File: config.mk
export PLATFORM = sky130hd
export DESIGN_NAME = bus_interface
export DESIGN_NICKNAME = d
export VERILOG_FILES = /design/src/source/cpu6_pkg.sv /design/src/source/bus_interface.sv
export SDC_FILE = /design/constraint.sdc
export NUM_CORES = 1
export LEC_CHECK = 0
export BUFFER_PORTS_ARGS = -buffer_cell sky130_fd_sc_hd__buf_4
export CORE_ASPECT_RATIO = 1.4
export CORE_MARGIN = 8
export CORE_UTILIZATION = 36
export DETAILED_ROUTE_END_ITERATION = 6
export GPL_ROUTABILITY_DRIVEN = 0
export PLACE_DENSITY = 0.73
export SLEW_MARGIN = 10
export SYNTH_ARGS = -nofsm -noshare
export SYNTH_HDL_FRONTEND = slang
export SYNTH_SLANG_ARGS = --single-unit
File: constraint.sdc
create_clock -name clock -period 0.8 [get_ports clock]
set_input_delay 0.08 -clock clock [delete_from_list [all_inputs] [get_ports clock]]
set_output_delay 0.08 -clock clock [all_outputs]
set_load 0.01 [all_outputs]
File: src/source/cpu6_pkg.sv
package cpu6_pkg;

    typedef logic [7:0]  byte_t;        // D bus, F bus, registers, bus data
    typedef logic [15:0] word_addr_t;   // Logical memory address
    typedef logic [18:0] phys_addr_t;   // Translated bus address
    typedef logic [55:0] micro_word_t;
    typedef logic [2:0]  page_base_t;
    typedef logic [3:0]  dp_sel_t;      // D-bus source code
    typedef logic [2:0]  strobe3_t;     // e6, h11 and k11 decoders
    typedef logic [1:0]  strobe2_t;     // e7 decoder

    // Reset word, a no-op in every field
    localparam micro_word_t micro_nop = '0;

    // Field positions in the microword
    localparam int d2d3_lsb           = 0;
    localparam int e6_lsb             = 4;
    localparam int k11_lsb            = 7;
    localparam int h11_lsb            = 10;
    localparam int e7_lsb             = 13;
    localparam int constant_lsb       = 16;  // Stored inverted
    localparam int reg_low_select_bit = 53;

    localparam strobe3_t e6_load_result    = 3'd1;
    localparam strobe3_t e6_load_index     = 3'd2;
    localparam strobe3_t e6_load_page_base = 3'd4;
    localparam strobe3_t e6_mar_from_war   = 3'd5;

    localparam strobe3_t h11_war_high = 3'd3;
    localparam strobe3_t h11_war_inc  = 3'd4;
    localparam strobe3_t h11_mar_inc  = 3'd5;
    localparam strobe3_t h11_swap     = 3'd7;

    localparam strobe3_t k11_reg_write  = 3'd4;
    localparam strobe3_t k11_page_write = 3'd5;
    localparam strobe3_t k11_war_low    = 3'd6;
    localparam strobe3_t k11_bus_write  = 3'd7;

    localparam strobe2_t e7_bus_read = 2'd3;

endpackage

File: src/source/bus_interface.sv
module bus_interface
    import cpu6_pkg::*;
(
    input  logic     clock,
    input  logic     reset,
    input  strobe2_t e7,
    input  strobe3_t k11,
    input  byte_t    data_in,
    input  byte_t    f_bus,

    output byte_t    bus_read_value,
    output byte_t    data_out,
    output logic     write_en
);

    logic write_delayed;  // Write requested in the previous cycle

    always_ff @(posedge clock or posedge reset) begin
        if (reset) begin
            bus_read_value <= '0;
        end else if (e7 == e7_bus_read) begin
            bus_read_value <= data_in;
        end
    end

    always_ff @(posedge clock or posedge reset) begin
        if (reset) begin
            data_out      <= '0;
            write_delayed <= 1'b0;
            write_en      <= 1'b0;
        end else begin
            write_en      <= write_delayed;  // One cycle behind the request
            write_delayed <= (k11 == k11_bus_write);
            if (k11 == k11_bus_write) begin
                data_out <= f_bus;
            end
        end
    end

endmodule

# Word-level counts from Yosys, hierarchy flattened

Index checks and enable logic that the tools add are counted.

Output and inout bits: 17
Register bits after elaboration: 18

Equality and inequality tests: 2

Operator list:

| kind                                  | count |
|---|---|
| 3-bit == test (second input constant) | 1 |
| 2-bit == test (second input constant) | 1 |

# Depth between registers and ports, before layout

Word-level depth: 1
Gate-level depth with buffers: 2

# Worst setup path before layout

Ideal clock, no wire load.

Kind: register -> register
Start: register, netlist name bus_read_value[0]
End: register bus_read_value[0]
Stages on the path, launching flop included: 2
Setup slack: 0.029 ns
Data required time: 0.675 ns
Setup time: 0.125 ns
Data arrival time: 0.646 ns
Period minus slack after synthesis: 0.771 ns
Cell sequence: dfrtp_1 > mux2_2

RTL lines:

| element              | RTL line            | text |
|---|---|---|
| end signal, assigned | bus_interface.sv:22 | `bus_read_value <= data_in;` |
| end, declared        | bus_interface.sv:11 | `output byte_t bus_read_value,` |

# Worst setup path after layout

Start: register data_out[6]
End: output port data_out[6]

RTL lines:

| element                | RTL line            | text |
|---|---|---|
| start, declared        | bus_interface.sv:12 | `output byte_t data_out,` |
| start signal, assigned | bus_interface.sv:35 | `data_out <= f_bus;` |

No word-level cell between the ends.

==> results.toml <==
[logic_synthesis]
synthCells = 38
async_reset_ff_share_pct = 100
synth_commonest_cells = "dfrtp_1, mux2_2, inv_1"
synth-edff-count = 0
synth.top_cells.by_area = "dfrtp_1, mux2_2, nand3_4"
ys_warn_count = 0
syn-cell-area_sq_um = 662
yosysMostFrequentCell = "dfrtp_1"
seq_area_frac_synth_pct = 68.1
syn_nets = 61
avgSynthCellArea_sq_um = 17.4
ys_types = 5
synth_top_area_share_pct = 68.1
synth_top_area_cell = "dfrtp_1"
synth_ff_type = "dfrtp_1"
synth_seq_cells = 18

[hold_path]
holdPathEnd = "data_out[5]"
min_path_type = "in2reg"
worstHoldStart = "f_bus[5]"
min_path_cells = 2

[worst_setup_path]
crit_path_top_delay_cell = "dfrtp_1"
r2r_end = "data_out[6]"
endpoint_kind = "output pin"
rrSetupSlack_ps = -100
path_cells = "buf_6"
cp_slowest_stage_delay_ps = 410
rr_startpoint = "data_out[6]"
worstSetupStartpointType = "register"
rr_worst_depth = 2
cp_top_family = "flip-flops"
cp.arrival_ps = 830
crit_fanout = 2
path_class = "reg2out"
timing.critical_path.buf_inv = 1
required_ps = 720

[finish]
fin_cells = 105
diodes = 0
multi_input_area_sq_um = 215
seq_area_sq_um = 450
syn2layout_area_growth_pct = 68.8
drive_above_1_share_pct = 75.3
fillCellCount = 147
final_net_count = 110

[power]
comb_power_share_pct = 30.2
internal_power_uw = 1690
p_sw_uw = 582
p_seq_share_pct = 50.4
sw_frac_of_total_pct = 25.5
irDropWorstVdd_mv = 1.38
p_leak_uw = 0.000563
power_density_nw_per_um2 = 2040
clkPwrFrac_pct = 19.4

[detailed_routing]
dr.pass1.iters = 3
avgRoutedWirePerCell_microns = 15.0
via_count = 492
wl_microns = 1570
drt_iter0_markers = 1
via_per_inst = 4.69
drc = 0
ant_nets = 0

[floorplan]
die_w_microns = 52.2
die_h_microns = 66.7
die_area_sq_um = 3490
start_util_pct = 37.7
coreArea_sq_um = 1760
fp-row-count = 18
ios = 40

[clock_network]
cts-htree-levels = 1
cts_root_buf = "clkbuf_4"
cts_max_path_buffers = 2
clock_latency_ps = 290
path_clk_slew_ps = 100
cts_tree = "built"
cts_buffers = 3
clock_sinks = 18

[timing]
fin_setup_tns_ps = -1820
worst_pin_slew_ps = 213
period_share_pct = 114
setup_viol = 19
skew_ps = 0.749
max_clock_freq_mhz = 1100
rsz0062_at_grt = "yes"
finalHoldViolCount = 0
max_slew_margin_pct = 85.7
setup_slack_ps = -109
drv_slew = 0
post-route-min-period_ps = 909

[run_status]
status = "complete, but fails checks"
violations = "setup timing"

[grt]
grt_max_degree = 11
grt_pass1_vias = 601
gr-total-overflow = 0
antenna_found_initial = 0
grt_use_total_pct = 9.89
grt_pass1_wl_microns = 2570

[placed_design]
portBuffers = 39
dpl.cell_count = 99
dp_slack_ps = -46.4
dp.final_hpwl_microns = 1270

[job]
drv_cap = 0
-- how the worst max path moves through the flow --
| stage | depth (start not counted) | to | from |
|---|---|---|---|
| floorplan | 1 | bus_read_value[0] | bus_read_value[0] |
| global placement | 3 | bus_read_value[7] | e7[0] |
| detailed placement | 3 | bus_read_value[0] | e7[0] |
| CTS | 1 | bus_read_value[3] | bus_read_value[3] |
| global route | 1 | bus_read_value[3] | bus_read_value[3] |
| finish | 1 | data_out[6] | data_out[6] |
-- final cells by class --
class / instances / area share [%]
multi-input combinational: 18 / 19.3
clock buffer: 3 / 2.02
timing repair buffer: 44 / 35.5
inverter: 2 / 0.672
tap: 20 / 2.24
sequential: 18 / 40.3
-- placed cells by master, fill, tap and decap left out --
master / instances
nand3_4: 1
buf_4: 26
inv_1: 2
buf_6: 17
mux2_2: 13
clkbuf_4: 3
mux2_4: 3
dlygate4sd3_1: 1
nand2_2: 1
dfrtp_1: 18
-- sequential cells by signal, summed over array words and instances, names as in the netlist --
register and flops:
data_out 8, write_delayed 1, write_en 1, bus_read_value 8
-- what timing repair did --
item / in CTS / in global routing
setup buffers: 2 / 0
pin swaps: 0 / 0
endpoints found under the hold margin: 18 / 0
gates resized for setup: 19 / 1
hold buffers: 1 / 0
setup endpoints to repair: 17 / 21
-- per-layer routing --
metal | global-route usage [%] | vias to the layer above | routed length [microns]
met2 | 16.3 | 31 | 731
met1 | 8.37 | 232 | 524
met4 | 4.87 | 0 | 27
met5 | 0 | - | 0
met3 | 7.80 | 2 | 289
li1 | - | 227 | -
-- cells by family (layout without fill, tap and decap cells) --
kind of cell	after synthesis	in the layout	share of synthesized area, %
DFF	18	18	68.1
muxes	16	16	27.2
and+or+nand+nor	2	2	3.59
buffers and inverters	2	49	1.13
-- stage by stage --
step                hold slack [ps]  power, uW  util (%)  cell area [sq um]
global route                   1.47       2390      63.6               1120
detailed placement             90.7       1710      56.6                995
floorplan                      18.6       1350         -                662
CTS                            5.11       2300      63.4               1110
finish                         11.1       2280      63.6               1120
global placement               83.1       1690      56.6                995
-- power groups by stage --
stage	clock network, uW	logic (uW)	registers [uW]
2_1_floorplan	0	156	1200
6_report	443	688	1150
4_1_cts	455	697	1150
3_5_place_dp	0	574	1140
3_3_place_gp	0	560	1130
5_1_grt	489	738	1170
Note: power is estimated with default switching activity, not from simulation.
