File: config.mk
export PLATFORM = sky130hd
export DESIGN_NAME = address_unit
export DESIGN_NICKNAME = d
export VERILOG_FILES = /design/src/source/cpu6_pkg.sv /design/src/source/address_unit.sv
export SDC_FILE = /design/constraint.sdc
export NUM_CORES = 2
export LEC_CHECK = 0
export ABC_AREA = 1
export BUFFER_PORTS_ARGS = -buffer_cell sky130_fd_sc_hd__buf_2
export CORE_UTILIZATION = 40
export DETAILED_ROUTE_END_ITERATION = 7
export PLACE_DENSITY = 0.57
export SLEW_MARGIN = 10
export SYNTH_ARGS = -nofsm -noshare
export SYNTH_HDL_FRONTEND = slang
export SYNTH_SLANG_ARGS = --single-unit
File: constraint.sdc
create_clock -name clock -period 83.7 [get_ports clock]
set_input_delay 4.185 -clock clock [delete_from_list [all_inputs] [get_ports clock]]
set_output_delay 4.185 -clock clock [all_outputs]
set_load 0.1 [all_outputs]
File: src/source/cpu6_pkg.sv
package cpu6_pkg;

    typedef logic [7:0]  byte_t;        // D bus, F bus, registers, bus data
    typedef logic [15:0] word_addr_t;   // Logical memory address
    typedef logic [18:0] phys_addr_t;   // Translated bus address
    typedef logic [55:0] micro_word_t;
    typedef logic [2:0]  page_base_t;
    typedef logic [3:0]  dp_sel_t;      // D-bus source code
    typedef logic [2:0]  strobe3_t;     // e6, h11 and k11 decoders
    typedef logic [1:0]  strobe2_t;     // e7 decoder

    // Reset word, a no-op in every field
    localparam micro_word_t micro_nop = '0;

    // Field positions in the microword
    localparam int d2d3_lsb           = 0;
    localparam int e6_lsb             = 4;
    localparam int k11_lsb            = 7;
    localparam int h11_lsb            = 10;
    localparam int e7_lsb             = 13;
    localparam int constant_lsb       = 16;  // Stored inverted
    localparam int reg_low_select_bit = 53;

    localparam strobe3_t e6_load_result    = 3'd1;
    localparam strobe3_t e6_load_index     = 3'd2;
    localparam strobe3_t e6_load_page_base = 3'd4;
    localparam strobe3_t e6_mar_from_war   = 3'd5;

    localparam strobe3_t h11_war_high = 3'd3;
    localparam strobe3_t h11_war_inc  = 3'd4;
    localparam strobe3_t h11_mar_inc  = 3'd5;
    localparam strobe3_t h11_swap     = 3'd7;

    localparam strobe3_t k11_reg_write  = 3'd4;
    localparam strobe3_t k11_page_write = 3'd5;
    localparam strobe3_t k11_war_low    = 3'd6;
    localparam strobe3_t k11_bus_write  = 3'd7;

    localparam strobe2_t e7_bus_read = 2'd3;

endpackage

File: src/source/address_unit.sv
module address_unit
    import cpu6_pkg::*;
(
    input  logic       clock,
    input  logic       reset,
    input  strobe3_t   e6,
    input  strobe3_t   h11,
    input  strobe3_t   k11,
    input  byte_t      result_value,
    input  page_base_t page_base,

    output word_addr_t memory_address,
    output phys_addr_t address
);

    word_addr_t work_address;
    word_addr_t war_next;
    word_addr_t mar_next;
    byte_t      war_high_src;
    byte_t      war_low_src;
    byte_t      page_index;
    byte_t      page_entry;

    // Page table, one byte per page and base
    byte_t page_table [0:255];

    // A MAR copy in the same word redirects the byte loads to the MAR
    assign war_high_src = (e6 == e6_mar_from_war) ? memory_address[15:8] : result_value;
    assign war_low_src  = (e6 == e6_mar_from_war) ? memory_address[7:0] : result_value;

    always_comb begin
        war_next = work_address;
        case (h11)
            h11_war_inc:  war_next = work_address + 16'd1;
            h11_war_high: war_next[15:8] = war_high_src;
            default: ;
        endcase
        // Low byte load overrides the low half of an increment
        if (k11 == k11_war_low) begin
            war_next[7:0] = war_low_src;
        end
    end

    always_comb begin
        if (h11 == h11_mar_inc) begin
            mar_next = memory_address + 16'd1;  // Increment beats the copy
        end else if (e6 == e6_mar_from_war) begin
            mar_next = work_address;
        end else begin
            mar_next = memory_address;
        end
    end

    always_ff @(posedge clock or posedge reset) begin
        if (reset) begin
            work_address   <= '0;
            memory_address <= '0;
        end else begin
            work_address   <= war_next;
            memory_address <= mar_next;
        end
    end

    // Top five address bits select the page within the base
    assign page_index = {memory_address[15:11], page_base};

    always_ff @(posedge clock or posedge reset) begin
        if (reset) begin
            for (int i = 0; i < 256; i++) begin
                page_table[i] <= '0;
            end
        end else if (k11 == k11_page_write) begin
            page_table[page_index] <= result_value;
        end
    end

    assign page_entry = page_table[page_index];

    // Translated address, page frame above the 2K offset
    assign address = {page_entry, memory_address[10:0]};

endmodule

### Yosys cells after proc, flatten, opt, wreduce, memory -nomap -nowiden

Index checks and enable logic that the tools add are counted.

* bits in registers: 2080
* input port bits: 22
* output and inout bits: 35
* logic and storage cells: 287

* add/subtract/negate cells: 2
* magnitude comparators: 2
* equality and inequality tests: 6
* mux-type cells: 13
* bitwise logic cells: 1
* reduce and logical (&&, ||, !) cells: 4

Operator list (number)
* $bwmux W2048: 1
* $bmux W8 S8: 1
* $demux W8 S8: 1
* $mux W8: 7
* $add A16 B1 Y16 const B: 2
* $mux W16: 2
* $pmux W8 S2: 1
* $eq A3 B3 Y1 const B: 5
* $ge A9 B9 Y1 const B: 1
* $lt A9 B1 Y1 const B: 1
* $not A8 Y9: 1
* $reduce_bool A2 Y1: 3
* $eq A3 B2 Y1 const B: 1
* $logic_and A1 B1 Y1: 1

### Longest topological paths before layout

* depth after elaboration: 6
* mapped depth: 17
* mapped depth without buffers: 13

### Least setup slack after synthesis

Ideal clock, no wire load.

* path kind: input -> output
* start: in page_base[0]
* end: out address[12]
* data arrival time: 6.168 ns
* data required time: 79.515 ns
* setup slack: 73.347 ns
* cell stages on the path: 15
* path buffers: 4
* cells stage by stage: buf_4 inv_4 buf_2 buf_2 buf_2 nand2_1 a21oi_1 o21ai_0 nand2_1 o21ai_0 nand2_1 nor2_1 nor2_1 nor2_1 nand2_1

* cells in the longest elaborated chain, start to end: 4

RTL lines
* start: declaration: RTL line address_unit.sv:10 `input page_base_t page_base,`
* $not A8 Y9 (implied by the code): RTL line address_unit.sv:77 `assign page_entry = page_table[page_index];`
* $bmux W8 S8: RTL line address_unit.sv:77
* $mux W8 (implied by the code) (2 in a row): RTL line address_unit.sv:77
* end: declaration: RTL line address_unit.sv:13 `output phys_addr_t address`

No other way between the ends. The select of a mux whose other input is x is not followed.

### Final worst setup path

* start: in page_base[0]
* end: out address[18]

Same word-level chain as after synthesis.

==> results_dict.tcl <==
set metrics [dict create \
    rows 180 \
    synthToLayoutAreaGrowth_pct 9.69 \
    timing.hold.ws_ns 0.482 \
    dp_worst_setup_slack_ns 70.24 \
    endpoint_kind "primary output" \
    synth_xor_area_share_pct 0.0904 \
    layout_setup_ws_ns 70.25 \
    synth.avg_cell_area_um2 7.51 \
    hp-start "page_table[1373]" \
    dieWidth_um 494 \
    drive_above_1_share_pct 5.38 \
    fin_nets 12400 \
    setup_viol 0 \
    synthDistinctLibCells 37 \
    wirelength_mm 315 \
    cts_sinks 2080 \
    multi_input_area_um2 40800 \
    portBuffers 56 \
    vias 84000 \
    synth_edf_count 0 \
    async_flop_share_pct 100 \
    cts_tree "built" \
    yosysTopAreaCellShare_pct 53.7 \
    cts-root-buf "clkbuf_16" \
    path_clk_slew_ns 0.06 \
    yosys_warnings 0 \
    worstMarginPinSlew_ns 1.20 \
    max-vdd-ir-drop_uv 26.2 \
    cts_setup_buffers 0 \
    netlist_area_um2 96900 \
    grt_max_degree 176 \
    place_congestion 0.844 \
    regArea_um2 52000 \
    p_leak_nw 52.6 \
    track_usage_pct 25.8 \
    synthAdderAreaFrac_pct 0.0258 \
    antenna_found_initial 7 \
    vias_per_cell 5.33 \
    grt-ovfl-total 0 \
    synth_compound_gate_area_share_pct 12.0 \
    clockPowerShare_pct 44.6 \
    path_class "in2out" \
    design_area_um2 106000 \
    p_comb_share_pct 9.7 \
    drtIter0Drc 9112 \
    cp.required_ns 79.51 \
    grt_pass1_wl_mm 493 \
    yosys-top-cells-area "dfrtp_1 54%, nand2_1 27%, o21ai_0 11%" \
    fin_crit_ns 13.45 \
    grt_pass1_vias 81200 \
    ant_nets 0 \
    maxCapViolCount 0 \
    routedWlPerCell_um 20.0 \
    fillers 24500 \
    rsz0062_at_grt "no" \
    hold_viol 0 \
    worst_skew_pair.late_latency_ns 0.87 \
    powerDensity_nw_per_um2 22.0 \
    ys_seq_area_share_pct 53.7 \
    hold_class "reg2reg" \
    clock_path_buffers 3 \
    cp_max_fo 169 \
    p_sw_mw 0.640 \
    cp-startpoint "page_base[0]" \
    postLayoutCoreUtil_pct 44.2 \
    initial_core_util_pct 40.3 \
    arrival_ns 9.26 \
    ys_seq_elements 2080 \
    post_cts_resized 0 \
    core_area_um2 241000 \
    drv_slew 0 \
    tns_ns 0 \
    numCtsBuffers 226 \
    synth_top_family_by_area "simple AND/OR/NAND/NOR gates" \
    first_pass_iters 6 \
    slew_headroom_pct 19.9 \
    cts_max_level 4 \
    synthCells 12900 \
    place_hpwl_mm 180 \
    p_int_mw 1.70 \
    r2r_start "memory_address[11]" \
    ios 57 \
    drcViolationCount 0 \
    fmax_mhz 74.4 \
    fin_crit_sh_pct 16.1 \
    yosys.area_share.simple_pct 29.9 \
    syn_nets 12900 \
    synthFlopType "dfrtp_1" \
    synthMuxAreaShare_pct 0 \
    cp-start-kind "primary input" \
    status "finished clean" \
    dieArea_um2 244000 \
    placed_area_um2 98500 \
    yosysTopAreaCell "dfrtp_1" \
    swShare_pct 27.4 \
    ctsHoldBuffers 0 \
    clock_skew_ns 0.0256 \
    seq_power_share_pct 45.7 \
    die_h_um 494 \
]
==> Yosys cell counts (9+ instances only) <==
cell      count
a21oi_1      41
buf_1        58
buf_2       176
buf_4        35
clkbuf_1    654
dfrtp_1    2080
inv_1        52
inv_2        11
nand2_1    6972
nand2_2      68
nand3_1     253
nor2_1      152
nor2_2        9
nor3_4       12
o21ai_0    2110
o21ai_1     133
xor2_1       10
==> power groups by stage <==
stage                     registers (mW)  logic [mW]  clock network, mW
after detailed placement            1.09       0.226                  0
after CTS                           1.07       0.226               1.06
final                               1.07       0.226               1.04
after floorplan                     1.10       0.138                  0
after global routing                1.07       0.246               1.10
after global placement              1.08       0.223                  0
==> cell usage in the layout, fill, tap and decap left out, types with 12 or more instances in the layout <==
master     instances
clkbuf_1          56
clkbuf_16        230
inv_1             41
buf_4            111
nand2_2           68
buf_2             54
nand3_1          253
clkbuf_8          59
dfrtp_1         2080
nor3_4            17
nand2_1         6972
a21oi_1           41
clkinv_2          46
nor2_1           147
o21ai_1          133
nor2_4            12
o21ai_0         2110
bufinv_16         18
==> sequential cells by signal, summed over array words and instances (netlist names) <==
signal          flops
memory_address     16
page_table       2048
work_address       16
==> through the flow <==
step | cells | power, mW
floorplan | 12900 | 1.24
global placement | 15300 | 1.31
detailed placement | 15300 | 1.31
CTS | 15800 | 2.35
global route | 15800 | 2.41
finish | 15800 | 2.34
==> logic make-up (layout without fill, tap and decap cells) <==
group,after synthesis,in the layout
compound gates,2315,2315
flops,2080,2080
other cells,0,6
fa+ha+maj,2,2
buf+inv,990,666
simple gates,7496,7496
xor+xnor,10,10
==> worst paths after layout <==
| path | end | slack (ns) | cells after the start |
|---|---|---|---|
| worst min-delay path | page_table[1373] | 0.48 | 2 |
| worst max-delay path | address[18] | 70.25 | 17 |
| min in group asynchronous | page_table[1476] | 3.42 | 2 |
| worst max register to register | page_table[2025] | 79.51 | 7 |
| worst min register to register | page_table[1373] | 0.48 | 2 |
| max in group asynchronous | page_table[1637] | 75.67 | 7 |
==> metal layers <==
metal,part of all wire (%),GRT usage (%),vias to the layer above
li1,-,-,39800
met1,46,36.9,40900
met2,44,40.2,2858
met3,7.1,4.14,476
met4,2.9,7.81,4
met5,0.0073,0,-
==> critical path, stage by stage <==
cell and delay (ns):
buf_8 0.16, inv_16 0.57, buf_4 0.76, buf_4 0.93, nand2_1 0.12, nand2_1 0.12
nand2_1 0.06, nand3_1 0.12, nand2_1 0.07, nand2_1 0.19, o21ai_0 0.15, nand2_1 0.11
nor2_1 0.05, nor2_1 0.41, nor2_1 0.31, nand2_1 0.20, buf_2 0.44
==> final cells by class <==
cell class,instances,area share [%]
flip-flops and latches,2080,49.0
multi-input cells,9823,38.4
clock buffers,345,6.38
well taps,3185,3.75
repair buffers,177,1.26
clock inverters,79,0.899
inverters,65,0.318
diodes,6,0.0141
No activity file was read; power rests on OpenSTA's default activity.
