## src/source/cpu6_pkg.sv

```systemverilog
package cpu6_pkg;

    typedef logic [7:0]  byte_t;        // D bus, F bus, registers, bus data
    typedef logic [15:0] word_addr_t;   // Logical memory address
    typedef logic [18:0] phys_addr_t;   // Translated bus address
    typedef logic [55:0] micro_word_t;
    typedef logic [2:0]  page_base_t;
    typedef logic [3:0]  dp_sel_t;      // D-bus source code
    typedef logic [2:0]  strobe3_t;     // e6, h11 and k11 decoders
    typedef logic [1:0]  strobe2_t;     // e7 decoder

    // Reset word, a no-op in every field
    localparam micro_word_t micro_nop = '0;

    // Field positions in the microword
    localparam int d2d3_lsb           = 0;
    localparam int e6_lsb             = 4;
    localparam int k11_lsb            = 7;
    localparam int h11_lsb            = 10;
    localparam int e7_lsb             = 13;
    localparam int constant_lsb       = 16;  // Stored inverted
    localparam int reg_low_select_bit = 53;

    localparam strobe3_t e6_load_result    = 3'd1;
    localparam strobe3_t e6_load_index     = 3'd2;
    localparam strobe3_t e6_load_page_base = 3'd4;
    localparam strobe3_t e6_mar_from_war   = 3'd5;

    localparam strobe3_t h11_war_high = 3'd3;
    localparam strobe3_t h11_war_inc  = 3'd4;
    localparam strobe3_t h11_mar_inc  = 3'd5;
    localparam strobe3_t h11_swap     = 3'd7;

    localparam strobe3_t k11_reg_write  = 3'd4;
    localparam strobe3_t k11_page_write = 3'd5;
    localparam strobe3_t k11_war_low    = 3'd6;
    localparam strobe3_t k11_bus_write  = 3'd7;

    localparam strobe2_t e7_bus_read = 2'd3;

endpackage

```

## src/source/data_path.sv

```systemverilog
module data_path
    import cpu6_pkg::*;
(
    input  logic       clock,
    input  logic       reset,
    input  dp_sel_t    dp_sel,
    input  strobe3_t   e6,
    input  strobe3_t   h11,
    input  strobe3_t   k11,
    input  byte_t      constant,
    input  logic       reg_low_select,
    input  word_addr_t memory_address,
    input  byte_t      bus_read_value,

    output byte_t      f_bus,
    output byte_t      result_value,
    output page_base_t page_base
);

    byte_t d_bus;
    byte_t swap_value;
    byte_t index_value;
    byte_t reg_addr;
    byte_t reg_read_value;

    // 256-byte register file
    byte_t reg_file [0:255];

    // Bit 0 goes through a NOR with the low select
    assign reg_addr = {index_value[7:1], ~(reg_low_select | index_value[0])};
    assign reg_read_value = reg_file[reg_addr];

    always_comb begin
        case (dp_sel)
            4'd0, 4'd4: d_bus = swap_value;
            4'd1, 4'd5: d_bus = reg_read_value;
            4'd2, 4'd6: d_bus = {~memory_address[15:12], memory_address[11:8]};  // High nibble inverted
            4'd3, 4'd7: d_bus = memory_address[7:0];
            4'd10:      d_bus = bus_read_value;   // Bus read latch
            4'd13:      d_bus = constant;         // Immediate from microword
            default:    d_bus = '0;
        endcase
    end

    // ALU is in pass-through mode
    assign f_bus = d_bus;

    // Registers loaded through the e6 decoder
    always_ff @(posedge clock or posedge reset) begin
        if (reset) begin
            result_value <= '0;
            index_value  <= '0;
            page_base    <= '0;
        end else begin
            case (e6)
                e6_load_result:    result_value <= f_bus;
                e6_load_index:     index_value  <= f_bus;
                e6_load_page_base: page_base    <= f_bus[$bits(page_base_t)-1:0];
                default: ;
            endcase
        end
    end

    // Swap register takes the D bus with nibbles exchanged
    always_ff @(posedge clock or posedge reset) begin
        if (reset) begin
            swap_value <= '0;
        end else if (h11 == h11_swap) begin
            swap_value <= {d_bus[3:0], d_bus[7:4]};
        end
    end

    // Register file write, read side is asynchronous
    always_ff @(posedge clock) begin
        if (k11 == k11_reg_write) begin
            reg_file[reg_addr] <= result_value;
        end
    end

endmodule

```

## config.mk

```make
export PLATFORM = sky130hd
export DESIGN_NAME = data_path
export DESIGN_NICKNAME = d
export VERILOG_FILES = /design/src/source/cpu6_pkg.sv /design/src/source/data_path.sv
export SDC_FILE = /design/constraint.sdc
export NUM_CORES = 2
export LEC_CHECK = 0
export CORE_ASPECT_RATIO = 0.6
export CORE_UTILIZATION = 50
export DETAILED_ROUTE_END_ITERATION = 6
export DONT_BUFFER_PORTS = 1
export SLEW_MARGIN = 20
export SYNTH_ARGS = -nofsm -noshare
export SYNTH_HDL_FRONTEND = slang
export SYNTH_SLANG_ARGS = --single-unit
```

## constraint.sdc

```tcl
create_clock -name clock -period 9.6 [get_ports clock]
set_input_delay 1.92 -clock clock [delete_from_list [all_inputs] [get_ports clock]]
set_output_delay 1.92 -clock clock [all_outputs]
set_load 0.03 [all_outputs]
```

Word level (Yosys, flattened, before mapping):

Memories as Yosys holds them, arrays and structs flattened.
Cells that the tools add are included.
Widths: inputs -> output; s select.

* equality and inequality tests: 14
* mux-type cells: 3
* bitwise operators: 3
* reduce and logical (&&, ||, !) cells: 5

Operator list (count)
* $pmux 8 s6: 1
* $eq 4x3->1 const B: 4
* $eq 3x3->1 const B: 3
* $eq 4x2->1 const B: 2
* $eq 4x4->1 const B: 2
* $reduce_or 2->1: 4
* $eq 4x1->1 const B: 1
* $logic_not 4->1: 1
* $not 4->4: 1
* $eq 3x1->1 const B: 1
* $eq 3x2->1 const B: 1
* $mux 1: 2
* $not 1->1: 1
* $or 1x1->1: 1

* register bits after elaboration: 27
* memory bits (writable): 2048
* bits of input ports: 48
* output and inout port bits: 19
* word-level logic and storage cells: 30
* memories kept: 1

Memory list
* reg_file: depth 256, width 8, read ports 1, clocked after memory_dff 0, wr ports 1, line data_path.sv:27 `byte_t reg_file [0:255];`

Logic depth before layout (Yosys ltp):

An unclocked memory read counts as a cell.

* word-level depth: 4
* gate-level depth with buffers: 17
* gate-level depth less buffers: 8

Worst setup path after synthesis:

OpenSTA, ideal clock, no wires.

* kind: input-to-output
* from: in reg_low_select
* to: out f_bus[4]
* arrival: 4.466 ns
* data required time: 7.680 ns
* path slack: 3.214 ns
* cell stages on the path: 13
* path through: buf_6 > or2_1 > buf_6 > buf_8 > buf_12 > buf_12 > mux2i_1 > a32oi_1 > a31oi_1 > or4_1 > a2111oi_2 > a41oi_1 > inv_1

* longest elaborated chain between the ends: 4

Ends and longest elaborated chain
* start, declared: line data_path.sv:11 `input logic reg_low_select,`
* $or 1x1->1: line data_path.sv:30 `assign reg_addr = {index_value[7:1], ~(reg_low_select | index_value[0])};`
* $not 1->1: line data_path.sv:30
* $mem_v2 256x8
* $pmux 8 s6: line data_path.sv:34 `case (dp_sel)`
* end, declared: line data_path.sv:15 `output byte_t f_bus,`

Every way passes these cells.

Worst setup path in the final report:

* from: in reg_low_select
* to: out f_bus[1]

Same word-level chain as after synthesis.

==> impl_metrics.env <==
export IMPL_fmax_ghz=0.117
export IMPL_synth_largest_area_cell="edfxtp_1"
export IMPL_clk_path_buf_depth=4
export IMPL_clk_latency_ns=0.84
export IMPL_async_flop_share_pct=1.30
export IMPL_yosys_top_cells_area="edfxtp_1, nand2_1, mux2i_1"
export IMPL_synth_edff_count=2048
export IMPL_avgSynthCellArea_sq_um=15.0
export IMPL_worstSetupStartpointType="input port"
export IMPL_yosys_warnings=0
export IMPL_cts_tree="yes"
export IMPL_cts_hold_buf=0
export IMPL_synth_cell_types=78
export IMPL_synth_main_ff_cell="edfxtp_1"
export IMPL_ctsResizeCount=0
export IMPL_cellPowerDensity_nw_per_um2=240
export IMPL_vias=52800
export IMPL_cp_data_required_time_ns=7.68
export IMPL_synthTopCellsByCount="edfxtp_1, nand2_1, nor2_1, nand3_1, a211oi_1"
export IMPL_yosysSeqAreaShare_pct=75.1
export IMPL_netlist_area_leader_share_pct=74.3
export IMPL_worst_pin_slew_ns=1.36
export IMPL_p_sw_w=0.00667
export IMPL_max_vdd_ir_drop_mv=0.187
export IMPL_fin_crit_sh_pct=89.0
export IMPL_clkTransAtPathRegs_ns=0.06
export IMPL_drc=0
export IMPL_cts_made_buffers=189
export IMPL_pre_cts_ws_ns=1.41
export IMPL_n_fill_cell=13000
export IMPL_fin_skew_ns=0.0465
export IMPL_maxCapViolCount=0
export IMPL_pwr_share_seq_pct=48.7
export IMPL_met3_length_mm=46.2
export IMPL_overflow=0
export IMPL_die_w_um=527
export IMPL_wirelength_mm=281
export IMPL_synth_cell_area_sq_um=82800
export IMPL_core_area_sq_um=164000
export IMPL_syn_to_final_growth_pct=10.2
export IMPL_grt_max_degree=272
export IMPL_crit_path_end_kind="primary output"
export IMPL_p_clk_share_pct=33.1
export IMPL_finalSetupViolCount=0
export IMPL_status="finished clean"
export IMPL_cts_root_buf="clkbuf_16"
export IMPL_die_h_um=317
export IMPL_rr_worst_depth=7
export IMPL_fin_area_sq_um=91200
export IMPL_period_needed_ns=8.54
export IMPL_post_dp_hpwl_mm=171
export IMPL_grt_pass1_vias=47800
export IMPL_slew_headroom_pct=8.10
export IMPL_maxSlewViolCount=0
export IMPL_hold_violations=0
export IMPL_ant_nets=0
export IMPL_placement_io_buffers=0
export IMPL_drtIter0Drc=9550
export IMPL_io_pins=67
export IMPL_grt_pass1_wl_mm=388
export IMPL_grtUsageTotal_pct=33.4
export IMPL_wire_per_inst_um=36.0
export IMPL_cp_arrival_ns=6.62
export IMPL_p_sw_share_pct=30.5
export IMPL_place_gp_congestion=0.909
export IMPL_ff_latch_area_sq_um=62200
export IMPL_crit_type="in2out"
export IMPL_rsz0062_at_grt="no"
export IMPL_crit_fanout=271
export IMPL_dr_wl_met2_mm=112
export IMPL_final_nets=5548
export IMPL_postCtsSetupRepairBufs=0
export IMPL_final_critical_path_setup_slack_ns=1.06
export IMPL_synth_most_common_cell="edfxtp_1"
export IMPL_vias_per_cell=6.77
export IMPL_placed_cell_area_sq_um=85500
export IMPL_multiInputGateArea_sq_um=18900
export IMPL_hp_class="reg2reg"
export IMPL_tns_ns=0
export IMPL_wl_met1_mm=114
export IMPL_grt_antenna_before_repair=27
export IMPL_row_count=115
export IMPL_holdWs_ns=0.540
export IMPL_start_util_pct=50.4
export IMPL_dr_pass1_iters=6
export IMPL_cts_sinks=2075
export IMPL_htree_levels=4
export IMPL_syn_nets=5567
export IMPL_topRoutingLayerUsed="met5"
export IMPL_p_leak_nw=28.8
export IMPL_die_area_sq_um=167000
export IMPL_p_int_w=0.0152
export IMPL_holdPathStages=2
export IMPL_synth_cells=5519
export IMPL_power_frac_comb_pct=18.2
export IMPL_drive_gt1_share_pct=10.2
export IMPL_ys_ff_latch=2075
[final cells by class]
type / count / share of cell area, %
clock buffers: 232 / 5.45
well taps: 2164 / 2.97
inverters: 25 / 0.103
flip-flops and latches: 2075 / 68.2
clock inverters: 94 / 0.713
repair buffers: 187 / 1.82
multi-input cells: 3022 / 20.7
diodes: 9 / 0.0247
[state kept, by name, summed over array words and instances (netlist names)]
signal,count
swap_value,8
reg_file,2048
page_base,3
index_value,8
result_value,8
[stage by stage]
stage,util [%],total power (W),cells
5_1_grt,55.6,0.0223,7800
2_1_floorplan,-,0.0128,5519
6_report,55.6,0.0219,7808
3_3_place_gp,52.1,0.0146,7469
4_1_cts,55.6,0.0217,7799
3_5_place_dp,52.1,0.0146,7473
[per-layer routing]
| layer | vias up | GRT usage, % |
|---|---|---|
| met5 | - | 0 |
| met4 | 14 | 10.0 |
| met3 | 511 | 12.3 |
| met2 | 4057 | 44.5 |
| met1 | 26900 | 50.5 |
| li1 | 21400 | - |
[cell families (layout without fill, tap and decap cells)]
family / count (synthesis) / after routing / share of synthesized area [%]
and+or+nand+nor: 1989 / 1989 / 11.2
AOI/OAI and AO/OA: 755 / 755 / 6.98
buffers and inverters: 422 / 538 / 2.38
muxes: 278 / 278 / 4.34
DFF: 2075 / 2075 / 75.1
other: 0 / 9 / 0
[placed cells by master (no fill, tap or decap), types with 17 or more instances in the layout]
| cell | instances |
|---|---|
| nor3b_1 | 251 |
| clkbuf_16 | 192 |
| o41ai_1 | 33 |
| nor4_1 | 29 |
| nor3_1 | 17 |
| edfxtp_1 | 2048 |
| clkbuf_1 | 38 |
| buf_12 | 21 |
| nand2_1 | 957 |
| a22oi_1 | 18 |
| buf_4 | 164 |
| a32o_1 | 17 |
| nand4_1 | 58 |
| a31oi_1 | 84 |
| nor2_1 | 299 |
| inv_1 | 22 |
| nand3_1 | 276 |
| a211oi_1 | 258 |
| a21oi_1 | 45 |
| clkinv_1 | 55 |
| mux4_2 | 64 |
| o21ai_0 | 29 |
| clkinv_2 | 26 |
| mux2i_1 | 207 |
| a32oi_1 | 158 |
[power by group through the flow]
stage / sequential (W) / combinational, W / clock, W
2_1_floorplan: 0.0112 / 0.00162 / 0
3_3_place_gp: 0.0109 / 0.00374 / 0
3_5_place_dp: 0.0109 / 0.00378 / 0
4_1_cts: 0.0107 / 0.00378 / 0.00725
5_1_grt: 0.0107 / 0.00401 / 0.00759
6_report: 0.0107 / 0.00398 / 0.00725
[critical path, cell delays in order]
cell and delay (ns):
or2_4 0.83, buf_12 0.42, a211oi_1 0.14, nor4_1 0.72, o22ai_1 0.29, or4_1 0.73
a32oi_1 0.66, a31oi_2 0.33, inv_1 0.30
[worst paths after layout]
path / slack, ns / startpoint / end
setup / recovery: 1.06 / reg_low_select / f_bus[1]
hold / removal: 0.54 / swap_value[2]$_DFFE_PP0N_ / swap_value[2]$_DFFE_PP0N_
setup reg to reg: 3.89 / index_value[3]$_DFFE_PP0N_ / reg_file[29][1]$_DFFE_PP_
hold reg to reg: 0.54 / swap_value[2]$_DFFE_PP0N_ / swap_value[2]$_DFFE_PP0N_
max in group asynchronous: 8.22 / reset / result_value[5]$_DFFE_PP0N_
min in group asynchronous: 1.05 / reset / index_value[0]$_DFFE_PP0N_
Note: power is estimated with default switching activity, not from simulation.
