$ cat config.mk
export PLATFORM = sky130hd
export DESIGN_NAME = micro_word_register
export DESIGN_NICKNAME = d
export VERILOG_FILES = /design/src/source/cpu6_pkg.sv /design/src/source/micro_word_register.sv
export SDC_FILE = /design/constraint.sdc
export NUM_CORES = 1
export LEC_CHECK = 0
export BUFFER_PORTS_ARGS = -buffer_cell sky130_fd_sc_hd__buf_2
export CAP_MARGIN = 10
export CORE_UTILIZATION = 27
export CTS_BUF_LIST = sky130_fd_sc_hd__clkbuf_4 sky130_fd_sc_hd__clkbuf_8
export DETAILED_ROUTE_END_ITERATION = 16
export PLACE_DENSITY_LB_ADDON = 0.12
export SYNTH_ARGS = -nofsm -noshare
export SYNTH_HDL_FRONTEND = slang
export SYNTH_SLANG_ARGS = --single-unit
export TNS_END_PERCENT = 20
$ cat constraint.sdc
create_clock -name clock -period 2.2 [get_ports clock]
set_clock_uncertainty 0.2 [all_clocks]
set_input_delay 0.44 -clock clock [delete_from_list [all_inputs] [get_ports clock]]
set_output_delay 0.44 -clock clock [all_outputs]
set_load 0.01 [all_outputs]
$ cat src/source/cpu6_pkg.sv
package cpu6_pkg;

    typedef logic [7:0]  byte_t;        // D bus, F bus, registers, bus data
    typedef logic [15:0] word_addr_t;   // Logical memory address
    typedef logic [18:0] phys_addr_t;   // Translated bus address
    typedef logic [55:0] micro_word_t;
    typedef logic [2:0]  page_base_t;
    typedef logic [3:0]  dp_sel_t;      // D-bus source code
    typedef logic [2:0]  strobe3_t;     // e6, h11 and k11 decoders
    typedef logic [1:0]  strobe2_t;     // e7 decoder

    // Reset word, a no-op in every field
    localparam micro_word_t micro_nop = '0;

    // Field positions in the microword
    localparam int d2d3_lsb           = 0;
    localparam int e6_lsb             = 4;
    localparam int k11_lsb            = 7;
    localparam int h11_lsb            = 10;
    localparam int e7_lsb             = 13;
    localparam int constant_lsb       = 16;  // Stored inverted
    localparam int reg_low_select_bit = 53;

    localparam strobe3_t e6_load_result    = 3'd1;
    localparam strobe3_t e6_load_index     = 3'd2;
    localparam strobe3_t e6_load_page_base = 3'd4;
    localparam strobe3_t e6_mar_from_war   = 3'd5;

    localparam strobe3_t h11_war_high = 3'd3;
    localparam strobe3_t h11_war_inc  = 3'd4;
    localparam strobe3_t h11_mar_inc  = 3'd5;
    localparam strobe3_t h11_swap     = 3'd7;

    localparam strobe3_t k11_reg_write  = 3'd4;
    localparam strobe3_t k11_page_write = 3'd5;
    localparam strobe3_t k11_war_low    = 3'd6;
    localparam strobe3_t k11_bus_write  = 3'd7;

    localparam strobe2_t e7_bus_read = 2'd3;

endpackage

$ cat src/source/micro_word_register.sv
module micro_word_register
    import cpu6_pkg::*;
(
    input  logic        clock,
    input  logic        reset,
    input  micro_word_t micro_in,

    output dp_sel_t     dp_sel,
    output strobe3_t    e6,
    output strobe3_t    h11,
    output strobe3_t    k11,
    output strobe2_t    e7,
    output byte_t       constant,
    output logic        reg_low_select
);

    // Microinstruction pipeline register
    micro_word_t pipeline_word;

    always_ff @(posedge clock or posedge reset) begin
        if (reset) begin
            pipeline_word <= micro_nop;
        end else begin
            pipeline_word <= micro_in;
        end
    end

    // D-bus source select
    assign dp_sel = pipeline_word[d2d3_lsb +: $bits(dp_sel_t)];

    // Decoder fields
    assign e6  = pipeline_word[e6_lsb +: $bits(strobe3_t)];
    assign h11 = pipeline_word[h11_lsb +: $bits(strobe3_t)];
    assign k11 = pipeline_word[k11_lsb +: $bits(strobe3_t)];
    assign e7  = pipeline_word[e7_lsb +: $bits(strobe2_t)];

    // Immediate data is held inverted in the microword
    assign constant = ~pipeline_word[constant_lsb +: $bits(byte_t)];

    // Forces register-file address bit 0 low together with index bit 0
    assign reg_low_select = pipeline_word[reg_low_select_bit];

endmodule

# After elaboration in Yosys (flattened, before gate mapping)
# Cells that the tools add are included.
[totals]
register_bits = 54
in_bits = 58
out_inout_bits = 24
[op_classes]
n_bitwise = 1
[op_table]
columns = ["op", "n"]
rows = [
  ["$not 8->8", 1],
]

# Logic depth before layout (Yosys ltp)
# Gate-level depths: netlist of the first run.
[depth]
ltp_word = 1
ltp_mapped = 1

# Least setup slack after synthesis of the first run
# Ideal clock, no wire load.
[synth_timing]
path_kind = "register to output"
startpoint = "register pipeline_word[0]"
endpoint = "output port dp_sel[0]"
arrival_ns = 0.467
required_time_ns = 1.560
slack_ns = 1.093
stages_incl_launch_ff = 2
n_path_buf = 1
cell_sequence = "dfrtp_1 > buf_4"
[synth_rtl]
columns = ["item", "line", "rtl"]
rows = [
  ["start, declared", "micro_word_register.sv:18", "micro_word_t pipeline_word;"],
  ["start signal, assigned", "micro_word_register.sv:22", "pipeline_word <= micro_nop;"],
  ["start signal, assigned", "micro_word_register.sv:24", "pipeline_word <= micro_in;"],
  ["end, declared", "micro_word_register.sv:8", "output dp_sel_t dp_sel,"],
]
# No word-level cell between the ends.

# Worst setup path after layout of the first run
[layout_timing]
startpoint = "register pipeline_word[23]"
endpoint = "output port constant[7]"
[layout_between]
elab_chain_cells = 1
[layout_lines]
columns = ["item", "line", "rtl"]
rows = [
  ["$not 8->8", "micro_word_register.sv:38", "assign constant = ~pipeline_word[constant_lsb +: $bits(byte_t)];"],
  ["end, declared", "micro_word_register.sv:13", "output byte_t constant,"],
]
# No other way between the ends.

==> key figures, run 1 <==
Drt
  – Residual DRC count: 0
  – Routed Antenna Nets: 0
  – Routed WL: ~1100 um
  – Drt first pass iters: 1
  – Vias post-DR: 434
  – Vias/cell: 3.678
  – Drt wl/cell: 9.500 um
  – Drt first-iter violations: 0

Power
  – Sw Ratio: 20.79%
  – Max VDD drop: 0.3814 mV
  – Sequential share of power: 61.8%
  – Clk pwr share: 28.8%
  – Net Switching: 157.3 uW
  – Static leakage: 0.0005549 uW
  – Pwr dens: 769.8 mW/mm2
  – Gate power share: 9.4%
  – Int Pwr: about 600 uW
  – Total power: 757.0 uW

Timing
  – Pins over their slew limit: 0
  – Maximum clock rate: roughly 0.67 GHz
  – Period minus WS final: 1.495 ns
  – Fin. Hold Viols: 0
  – Setup violations, final: 0
  – RSZ-0062 raised after global routing: no
  – Slew HR: 66.16%
  – Fin crit share: 67.94%
  – Final worst slack: about 0.71 ns
  – Setup TNS: 0 ns
  – Worst-Margin Slew: slightly above 0.5 ns

Logic synthesis
  – Post-Synthesis Cells: 48
  – Most frequent cell after synthesis: dfrtp_1
  – Largest area contributor in the netlist: dfrtp_1
  – Ys Warns: 0
  – Distinct cells, synth: 3
  – Most frequent cells after synthesis: 24 x dfrtp_1, 15 x buf_4, 9 x inv_1
  – Share of the synthesized area in the top cell type: 80.40%
  – Syn nets: 106
  – Post-synth EDFFs: 0
  – Synth area leaders: dfrtp_1 80%, buf_4 15%, inv_1 4.5%
  – Synthesized cell area: 747.0 um2
  – Seq cells post-synth: 24
  – Ys flop type: dfrtp_1
  – Sequential-to-total area share from yosys stat: 80.40%
  – Avg Inst Size Synth: ~16 um2
  – Asr flop ratio synth: 100.0%

Setup path
  – CP Buf/Inv Count: 2
  – Slowest stage delay, CP: 0.39 ns
  – CP Capture Type: primary output
  – Worst-path fanout max: 1
  – Setup crit start: pipeline_word[23]
  – Critical path type: flop to primary output
  – Worst Setup Start Kind: flop
  – Family with the most delay on the worst path: flip-flops
  – Worst path required time: between 1.5 and 2 ns
  – Worst path cell trace: inv_1 -> buf_2
  – Critical Path AT: 0.85 ns
  – Slowest CP cell: dfrtp_1

Floorplan
  – IO Count: 82
  – Initial core utilization: ~29%
  – Chip height: 54.60 um
  – Die width: 54.60 um
  – Num rows: 18
  – Core area: 0.002545 mm2
  – Full die area: 0.002981 mm2

Place
  – I/O Buffers: 49
  – Placed cell area: 937.1 um2
  – Pre-CTS WS: 1.039 ns
  – Final GP Congestion: just under 0.6
  – Hpwl dp: 905.2 um

Finish
  – Design Area, Final: just under 0.001 mm2
  – Multi-input comb cells: 0
  – # fillers: 252
  – Largest regs: pipeline_word x24
  – Antenna diodes: 0
  – Multi-input logic area: 0 um2
  – Layout cells sized above 1: 61.36%
  – Largest reg by FF count: pipeline_word
  – Final #Nets: 147
  – Max reg flops: 24
  – Area Growth Syn to Fin: 31.66%
  – Seq. cell area: between 600 and 700 um2

GRT
  – Antenna violations before repair: 0
  – Largest net degree at the start of global routing: 14
  – First-pass GRT wire length: approximately 1600 um
  – Total track usage: 8.028%
  – Number of global-route vias before repair: 411
  – Gr ovfl total: 0

Min path
  – Worst hold-check path type: input port to flop
  – WHS Endpoint: pipeline_word[20]
  – Hold Crit Start: micro_in[20]
  – Worst hold path depth: 1

Clocking
  – Root Driver: clkbuf_4
  – # resized after CTS: 0
  – CTS H-tree depth: 1
  – Hold Buf Count CTS: 1
  – Clock sink count: 24
  – CTS clk-pin slew, worst paths: 0.12 ns
  – Post-CTS setup buffers: 0
  – TritonCTS clock tree: built
  – CTS max path bufs: 2
  – Num CTS Buffers: 3

Job
  – Max-Cap Viols: 0

Outcome
  – Outcome: finished clean
metrics by stage:
step / std cells / hold WS (ns) / utilization [%]
finish: 118 / 0.03502 / 38.64
global route: 118 / 0.008667 / 38.64
CTS: 118 / 0.01701 / 38.64
detailed placement: 113 / 0.2973 / 36.82
global placement: 113 / 0.3028 / 36.82
floorplan: 48 / 0.2546 / -
routing by layer:
metal / routed length [um] / GRT usage (%)
met1: 424 / 8.290
met2: 564 / 13.05
met3: 132 / 2.778
met4: 0 / 6.410
met5: 0 / 0
layout make-up:
type                  count  area share [%]
clock buffer              4           3.690
inverter                  9           3.435
timing repair buffer     51           27.99
tap                      30           3.817
sequential               24           61.07
power by group through the flow:
stage          clock network (uW)  logic [uW]  registers, uW
2_1_floorplan                   0        41.3            477
3_3_place_gp                    0        71.3            476
3_5_place_dp                    0        71.7            477
4_1_cts                       234        73.3            468
5_1_grt                       247        80.3            471
6_report                      218        71.0            468
logic make-up (layout without fill, tap and decap cells):
logic type	after synthesis	in the layout	share of synthesized area, %
buffers and inverters	24	64	19.60
DFF	24	24	80.40
placed cells by master, fill, tap and decap left out:
| master | instances |
|---|---|
| inv_1 | 9 |
| buf_12 | 1 |
| buf_2 | 49 |
| dfrtp_1 | 24 |
| clkbuf_4 | 3 |
| clkbuf_8 | 1 |
| dlygate4sd3_1 | 1 |
worst max path at each step:
stage,to,slack (ns),depth (start not counted)
after floorplan,dp_sel[0],1.09,1
after global placement,pipeline_word[16],1.03,3
after CTS,constant[7],0.68,2
after detailed placement,pipeline_word[16],1.04,3
final,constant[7],0.71,2
after global routing,constant[2],0.64,2
No activity file was read; power rests on OpenSTA's default activity.
==> run 2, diff against run 1 <==
==> constraint.sdc (replaced) <==
create_clock -name clock -period 1.4 [get_ports clock]
set_clock_uncertainty 0.2 [all_clocks]
set_input_delay 0.28 -clock clock [delete_from_list [all_inputs] [get_ports clock]]
set_output_delay 0.28 -clock clock [all_outputs]
set_load 0.01 [all_outputs]
==> key figures, run 2 (synthesis gave the netlist of run 1 again) <==
Drt
  – Vias post-DR: 511
  – Residual DRC count: 0
  – Drt first-iter violations: 0
  – Routed WL: around 1300 um
  – Vias/cell: 3.573
  – Drt first pass iters: 1
  – Drt wl/cell: 9.259 um
  – Routed Antenna Nets: 0

Timing
  – Pins over their slew limit: 0
  – Setup violations, final: 0
  – Period minus WS final: between 1 and 1.5 ns
  – Fin. Hold Viols: 0
  – Maximum clock rate: 0.7375 GHz
  – RSZ-0062 raised after global routing: yes
  – Fin crit share: 96.85%
  – Slew HR: 88.68%
  – Worst hold slack: between 0.3 and 0.4 ns
  – Worst-Margin Slew: 0.1698 ns

Setup path
  – Critical Path AT: 0.88 ns
  – CP Capture Type: primary output
  – Worst Setup Start Kind: flop
  – Worst-path fanout max: 1
  – Critical path type: flop to primary output
  – Worst path required time: 0.92 ns

Floorplan
  – Full die area: 0.002981 mm2
  – IO Count: 82
  – Num rows: 18
  – Die width: ~55 um
  – Core area: 0.002545 mm2
  – Chip height: roughly 55 um
  – Initial core utilization: between 20 and 30%

Finish
  – Fin cells: 143
  – Fin util: 47.89%
  – Area Growth Syn to Fin: 63.15%
  – Most frequent cells in the layout: 49 x buf_2, 25 x dlygate4sd3_1, 24 x dfrtp_1, 9 x inv_1, 3 x clkbuf_4
  – Multi-input logic area: 0 um2
  – # fillers: between 200 and 250
  – Leading cell type in the layout, fill and taps excluded: buf_2
  – Layout cells sized above 1: 48.67%
  – Multi-input comb cells: 0
  – Largest regs: pipeline_word x24
  – Largest reg by FF count: pipeline_word
  – Max reg flops: 24
  – Final #Nets: 172
  – Antenna diodes: 0

Place
  – Cell total after placement: about 110
  – Final GP Congestion: approximately 0.59
  – Hpwl dp: 883.1 um
  – I/O Buffers: 49

Power
  – Static leakage: about 0.00066 uW
  – Total power: 1252 uW
  – Pwr dens: 1027 mW/mm2
  – Max VDD drop: about 0.6 mV

Clocking
  – Post-CTS setup buffers: 0
  – Clock sink count: 24
  – Root Driver: clkbuf_4
  – CTS clk-pin slew, worst paths: between 0.1 and 0.15 ns
  – Num CTS Buffers: 3
  – TritonCTS clock tree: built
  – CTS H-tree depth: 1
  – CTS max path bufs: 2

GRT
  – First-pass GRT wire length: 2021 um
  – Number of global-route vias before repair: 510
  – Gr ovfl total: 0
  – Total track usage: between 10% and 20%
  – Largest net degree at the start of global routing: 14
  – Antenna violations before repair: 0

Outcome
  – Outcome: finished clean

Min path
  – Worst hold-check path type: input port to async pin

Job
  – Max-Cap Viols: 0
[run 2: cell types whose count changed in the layout (fill, tap and decap cells not counted), sizes merged]
cell	delta
dlygate4sd3	+24
buf	+1
[run 2: stage by stage]
stage / TNS [ns] / setup WS, ns / area (um2)
after floorplan: 0 / 0.4532 / 747.0
after global placement: 0 / 0.4180 / 932.1
after detailed placement: 0 / 0.4123 / 932.1
after CTS: 0 / 0.04073 / 1219
after global routing: -0.01546 / -0.01031 / 1219
final: 0 / 0.04415 / 1219
[run 2: routing by layer]
metal	GRT usage, %	wire (um)	vias to the layer above
li1	-	-	249
met1	9.930	526	229
met2	18.27	673	33
met3	3.056	125	0
met4	6.410	0	0
met5	0	0	-
[run 2: layout make-up]
| type | count | area [um2] | share of cell area (%) |
|---|---|---|---|
| inverters | 9 | 33.78 | 2.772 |
| repair buffers | 76 | 510.5 | 41.89 |
| clock buffers | 4 | 36.28 | 2.977 |
| flip-flops and latches | 24 | 600.6 | 49.28 |
| well taps | 30 | 37.54 | 3.080 |
[run 2: power by group]
part | total, uW | internal [uW] | switching (uW)
registers | 735 | 727 | 7.49
logic | 162 | 98.4 | 63.8
clock network | 355 | 159 | 196
total | 1250 | 984 | 267
[run 2: repair_timing]
action | 4_1_cts | 5_1_grt
hold buffers | 25 | 0
resized for setup | 0 | 0
hold endpoints to repair | 48 | 0
endpoints found under the setup margin | 0 | 3
[run 2: how the worst max path moves through the flow]
stage / startpoint / end / slack, ns / cells past startpoint
after floorplan: pipeline_word[0] / dp_sel[0] / 0.45 / 1
after global placement: pipeline_word[23] / constant[7] / 0.42 / 2
after detailed placement: pipeline_word[23] / constant[7] / 0.41 / 2
after CTS: pipeline_word[23] / constant[7] / 0.04 / 2
after global routing: pipeline_word[19] / constant[3] / -0.01 / 2
final: pipeline_word[22] / constant[6] / 0.04 / 2
[run 2: worst max-delay path, stage by stage, from the launching register on]
cell and delay (ns):
dfrtp_1 0.39, inv_1 0.06, buf_2 0.13
==> run 3, diff against run 2 <==
--- a/config.mk
+++ b/config.mk
@@ -10,6 +10,7 @@
 export CORE_UTILIZATION = 27
 export CTS_BUF_LIST = sky130_fd_sc_hd__clkbuf_4 sky130_fd_sc_hd__clkbuf_8
 export DETAILED_ROUTE_END_ITERATION = 16
+export GPL_TIMING_DRIVEN = 0
 export PLACE_DENSITY_LB_ADDON = 0.12
 export SYNTH_ARGS = -nofsm -noshare
 export SYNTH_HDL_FRONTEND = slang
==> key figures, run 3 (synthesis gave the netlist of run 1 again) <==
Outcome
  – Outcome: finished with violations
  – Failing checks: negative hold slack

Setup path
  – Most used cell, CP: buf_6
  – Worst Setup Start Kind: flop
  – Worst path cell trace: buf_6 -> buf_6
  – Worst path required time: 0.92 ns
  – Slowest CP cell: dfrtp_1
  – Slowest stage delay, CP: 0.39 ns
  – CP Capture Type: primary output
  – Critical path type: flop to primary output
  – Critical Path AT: 0.91 ns
  – Worst-path fanout max: 1
  – CP Buf/Inv Count: 2
  – Family with the most delay on the worst path: flip-flops

Clocking
  – CTS max path bufs: 2
  – TritonCTS clock tree: built
  – Num CTS Buffers: 3
  – CTS clk-pin slew, worst paths: 0.12 ns
  – Root Driver: clkbuf_4
  – CTS H-tree depth: 1
  – Post-CTS setup buffers: 0
  – Clock sink count: 24

GRT
  – First-pass GRT wire length: 2070 um
  – Largest net degree at the start of global routing: 25
  – Number of global-route vias before repair: 556
  – Total track usage: 10.21%
  – Antenna violations before repair: 0
  – Gr ovfl total: 0

Place
  – I/O Buffers: 49
  – Cell total after placement: between 100 and 150
  – Final GP Congestion: 0.5974
  – Hpwl dp: 865 um

Finish
  – Antenna diodes: 0
  – Layout cells sized above 1: 52.10%
  – Largest regs: pipeline_word x24
  – Multi-input logic area: 0 um2
  – Max reg flops: 24
  – Fin cells: about 150
  – Multi-input comb cells: 0
  – Fin util: 54.47%
  – Leading cell type in the layout, fill and taps excluded: buf_2
  – Most frequent cells in the layout: 34 x buf_2, 25 x buf_6, 24 x dlygate4sd3_1, 24 x dfrtp_1, 9 x inv_1
  – Area Growth Syn to Fin: 85.59%
  – Largest reg by FF count: pipeline_word
  – Final #Nets: 179

Drt
  – Routed wl met2: a little under 800 um
  – Drt wl/cell: approximately 9.4 um
  – Post-Route M1 WL: 489 um
  – Routed Antenna Nets: 0
  – Drt first-iter violations: 2
  – Drt first pass iters: 2
  – Routed WL: approximately 1400 um
  – Vias/cell: 3.765
  – Vias post-DR: 561
  – Top Layer Used: met3
  – Residual DRC count: 0
  – Routed wl met3: 126 um

Timing
  – Pins over their slew limit: 0
  – Setup TNS: 0 ns
  – Slew HR: 41.02%
  – Worst-Margin Slew: 0.8837 ns
  – Fin. Hold Viols: 24
  – Period minus WS final: 1.390 ns
  – Setup violations, final: 0
  – Fin crit share: 99.28%
  – RSZ-0062 raised after global routing: yes
  – Maximum clock rate: between 0.7 and 0.8 GHz
  – Worst hold slack: -0.04970 ns

Power
  – Pwr dens: 893.0 mW/mm2
  – Total power: between 1000 and 1500 uW
  – Max VDD drop: 0.5913 mV
  – Static leakage: approximately 0.00073 uW

Floorplan
  – Full die area: 0.002981 mm2
  – IO Count: between 80 and 90
  – Num rows: 18
  – Core area: 0.002545 mm2
  – Initial core utilization: 29.35%
  – Die width: 54.60 um
  – Chip height: between 50 and 60 um

Min path
  – Worst hold-check path type: input port to async pin

Job
  – Max-Cap Viols: 0
==> run 3: changes by cell type in the layout (fill, tap and decap cells not counted), sizes merged <==
cell and change:
clkbuf -1, dlygate4sd3 -1, buf +8
==> run 3: cell type report <==
type / instances / area (um2)
fill: 220 / 1159
timing repair buffer: 73 / 579.3
clock buffer: 3 / 22.52
buffer: 10 / 112.6
inverter: 9 / 33.78
tap: 30 / 37.54
sequential: 24 / 600.6
==> run 3: per-stage QoR <==
step,area [um2],worst slack [ns]
floorplan,747.0,0.4532
global placement,1030,0.09835
detailed placement,1030,0.08241
CTS,1389,-0.01588
global route,1386,-0.04802
finish,1386,0.01011
==> run 3: worst paths after layout <==
check	start	endpoint	slack, ns	cells after the start
worst max-delay path	pipeline_word[7]	k11[0]	0.01	2
min in group clock	micro_in[18]	pipeline_word[18]	0.41	2
max in group asynchronous	reset	pipeline_word[19]	0.51	2
worst min-delay path	reset	pipeline_word[5]	-0.05	2
==> run 3: power by group <==
group | internal, uW | switching [uW]
registers | 728 | 12.9
clock network | 100 | 185
logic | 144 | 68.6
==> run 3: what timing repair did <==
| action | 4_1_cts | 5_1_grt |
|---|---|---|
| pin swaps | 0 | 0 |
| gates resized for setup | 23 | 3 |
| gates cloned | 0 | 0 |
| endpoints found under the setup margin | 15 | 13 |
| hold buffers | 24 | 0 |
| endpoints found under the hold margin | 48 | 0 |
==> run 3: layer usage <==
| layer | up-vias | global-route usage, % |
|---|---|---|
| met3 | 0 | 3.889 |
| met1 | 264 | 9.059 |
| met5 | - | 0 |
| li1 | 264 | - |
| met4 | 0 | 6.410 |
| met2 | 33 | 18.88 |
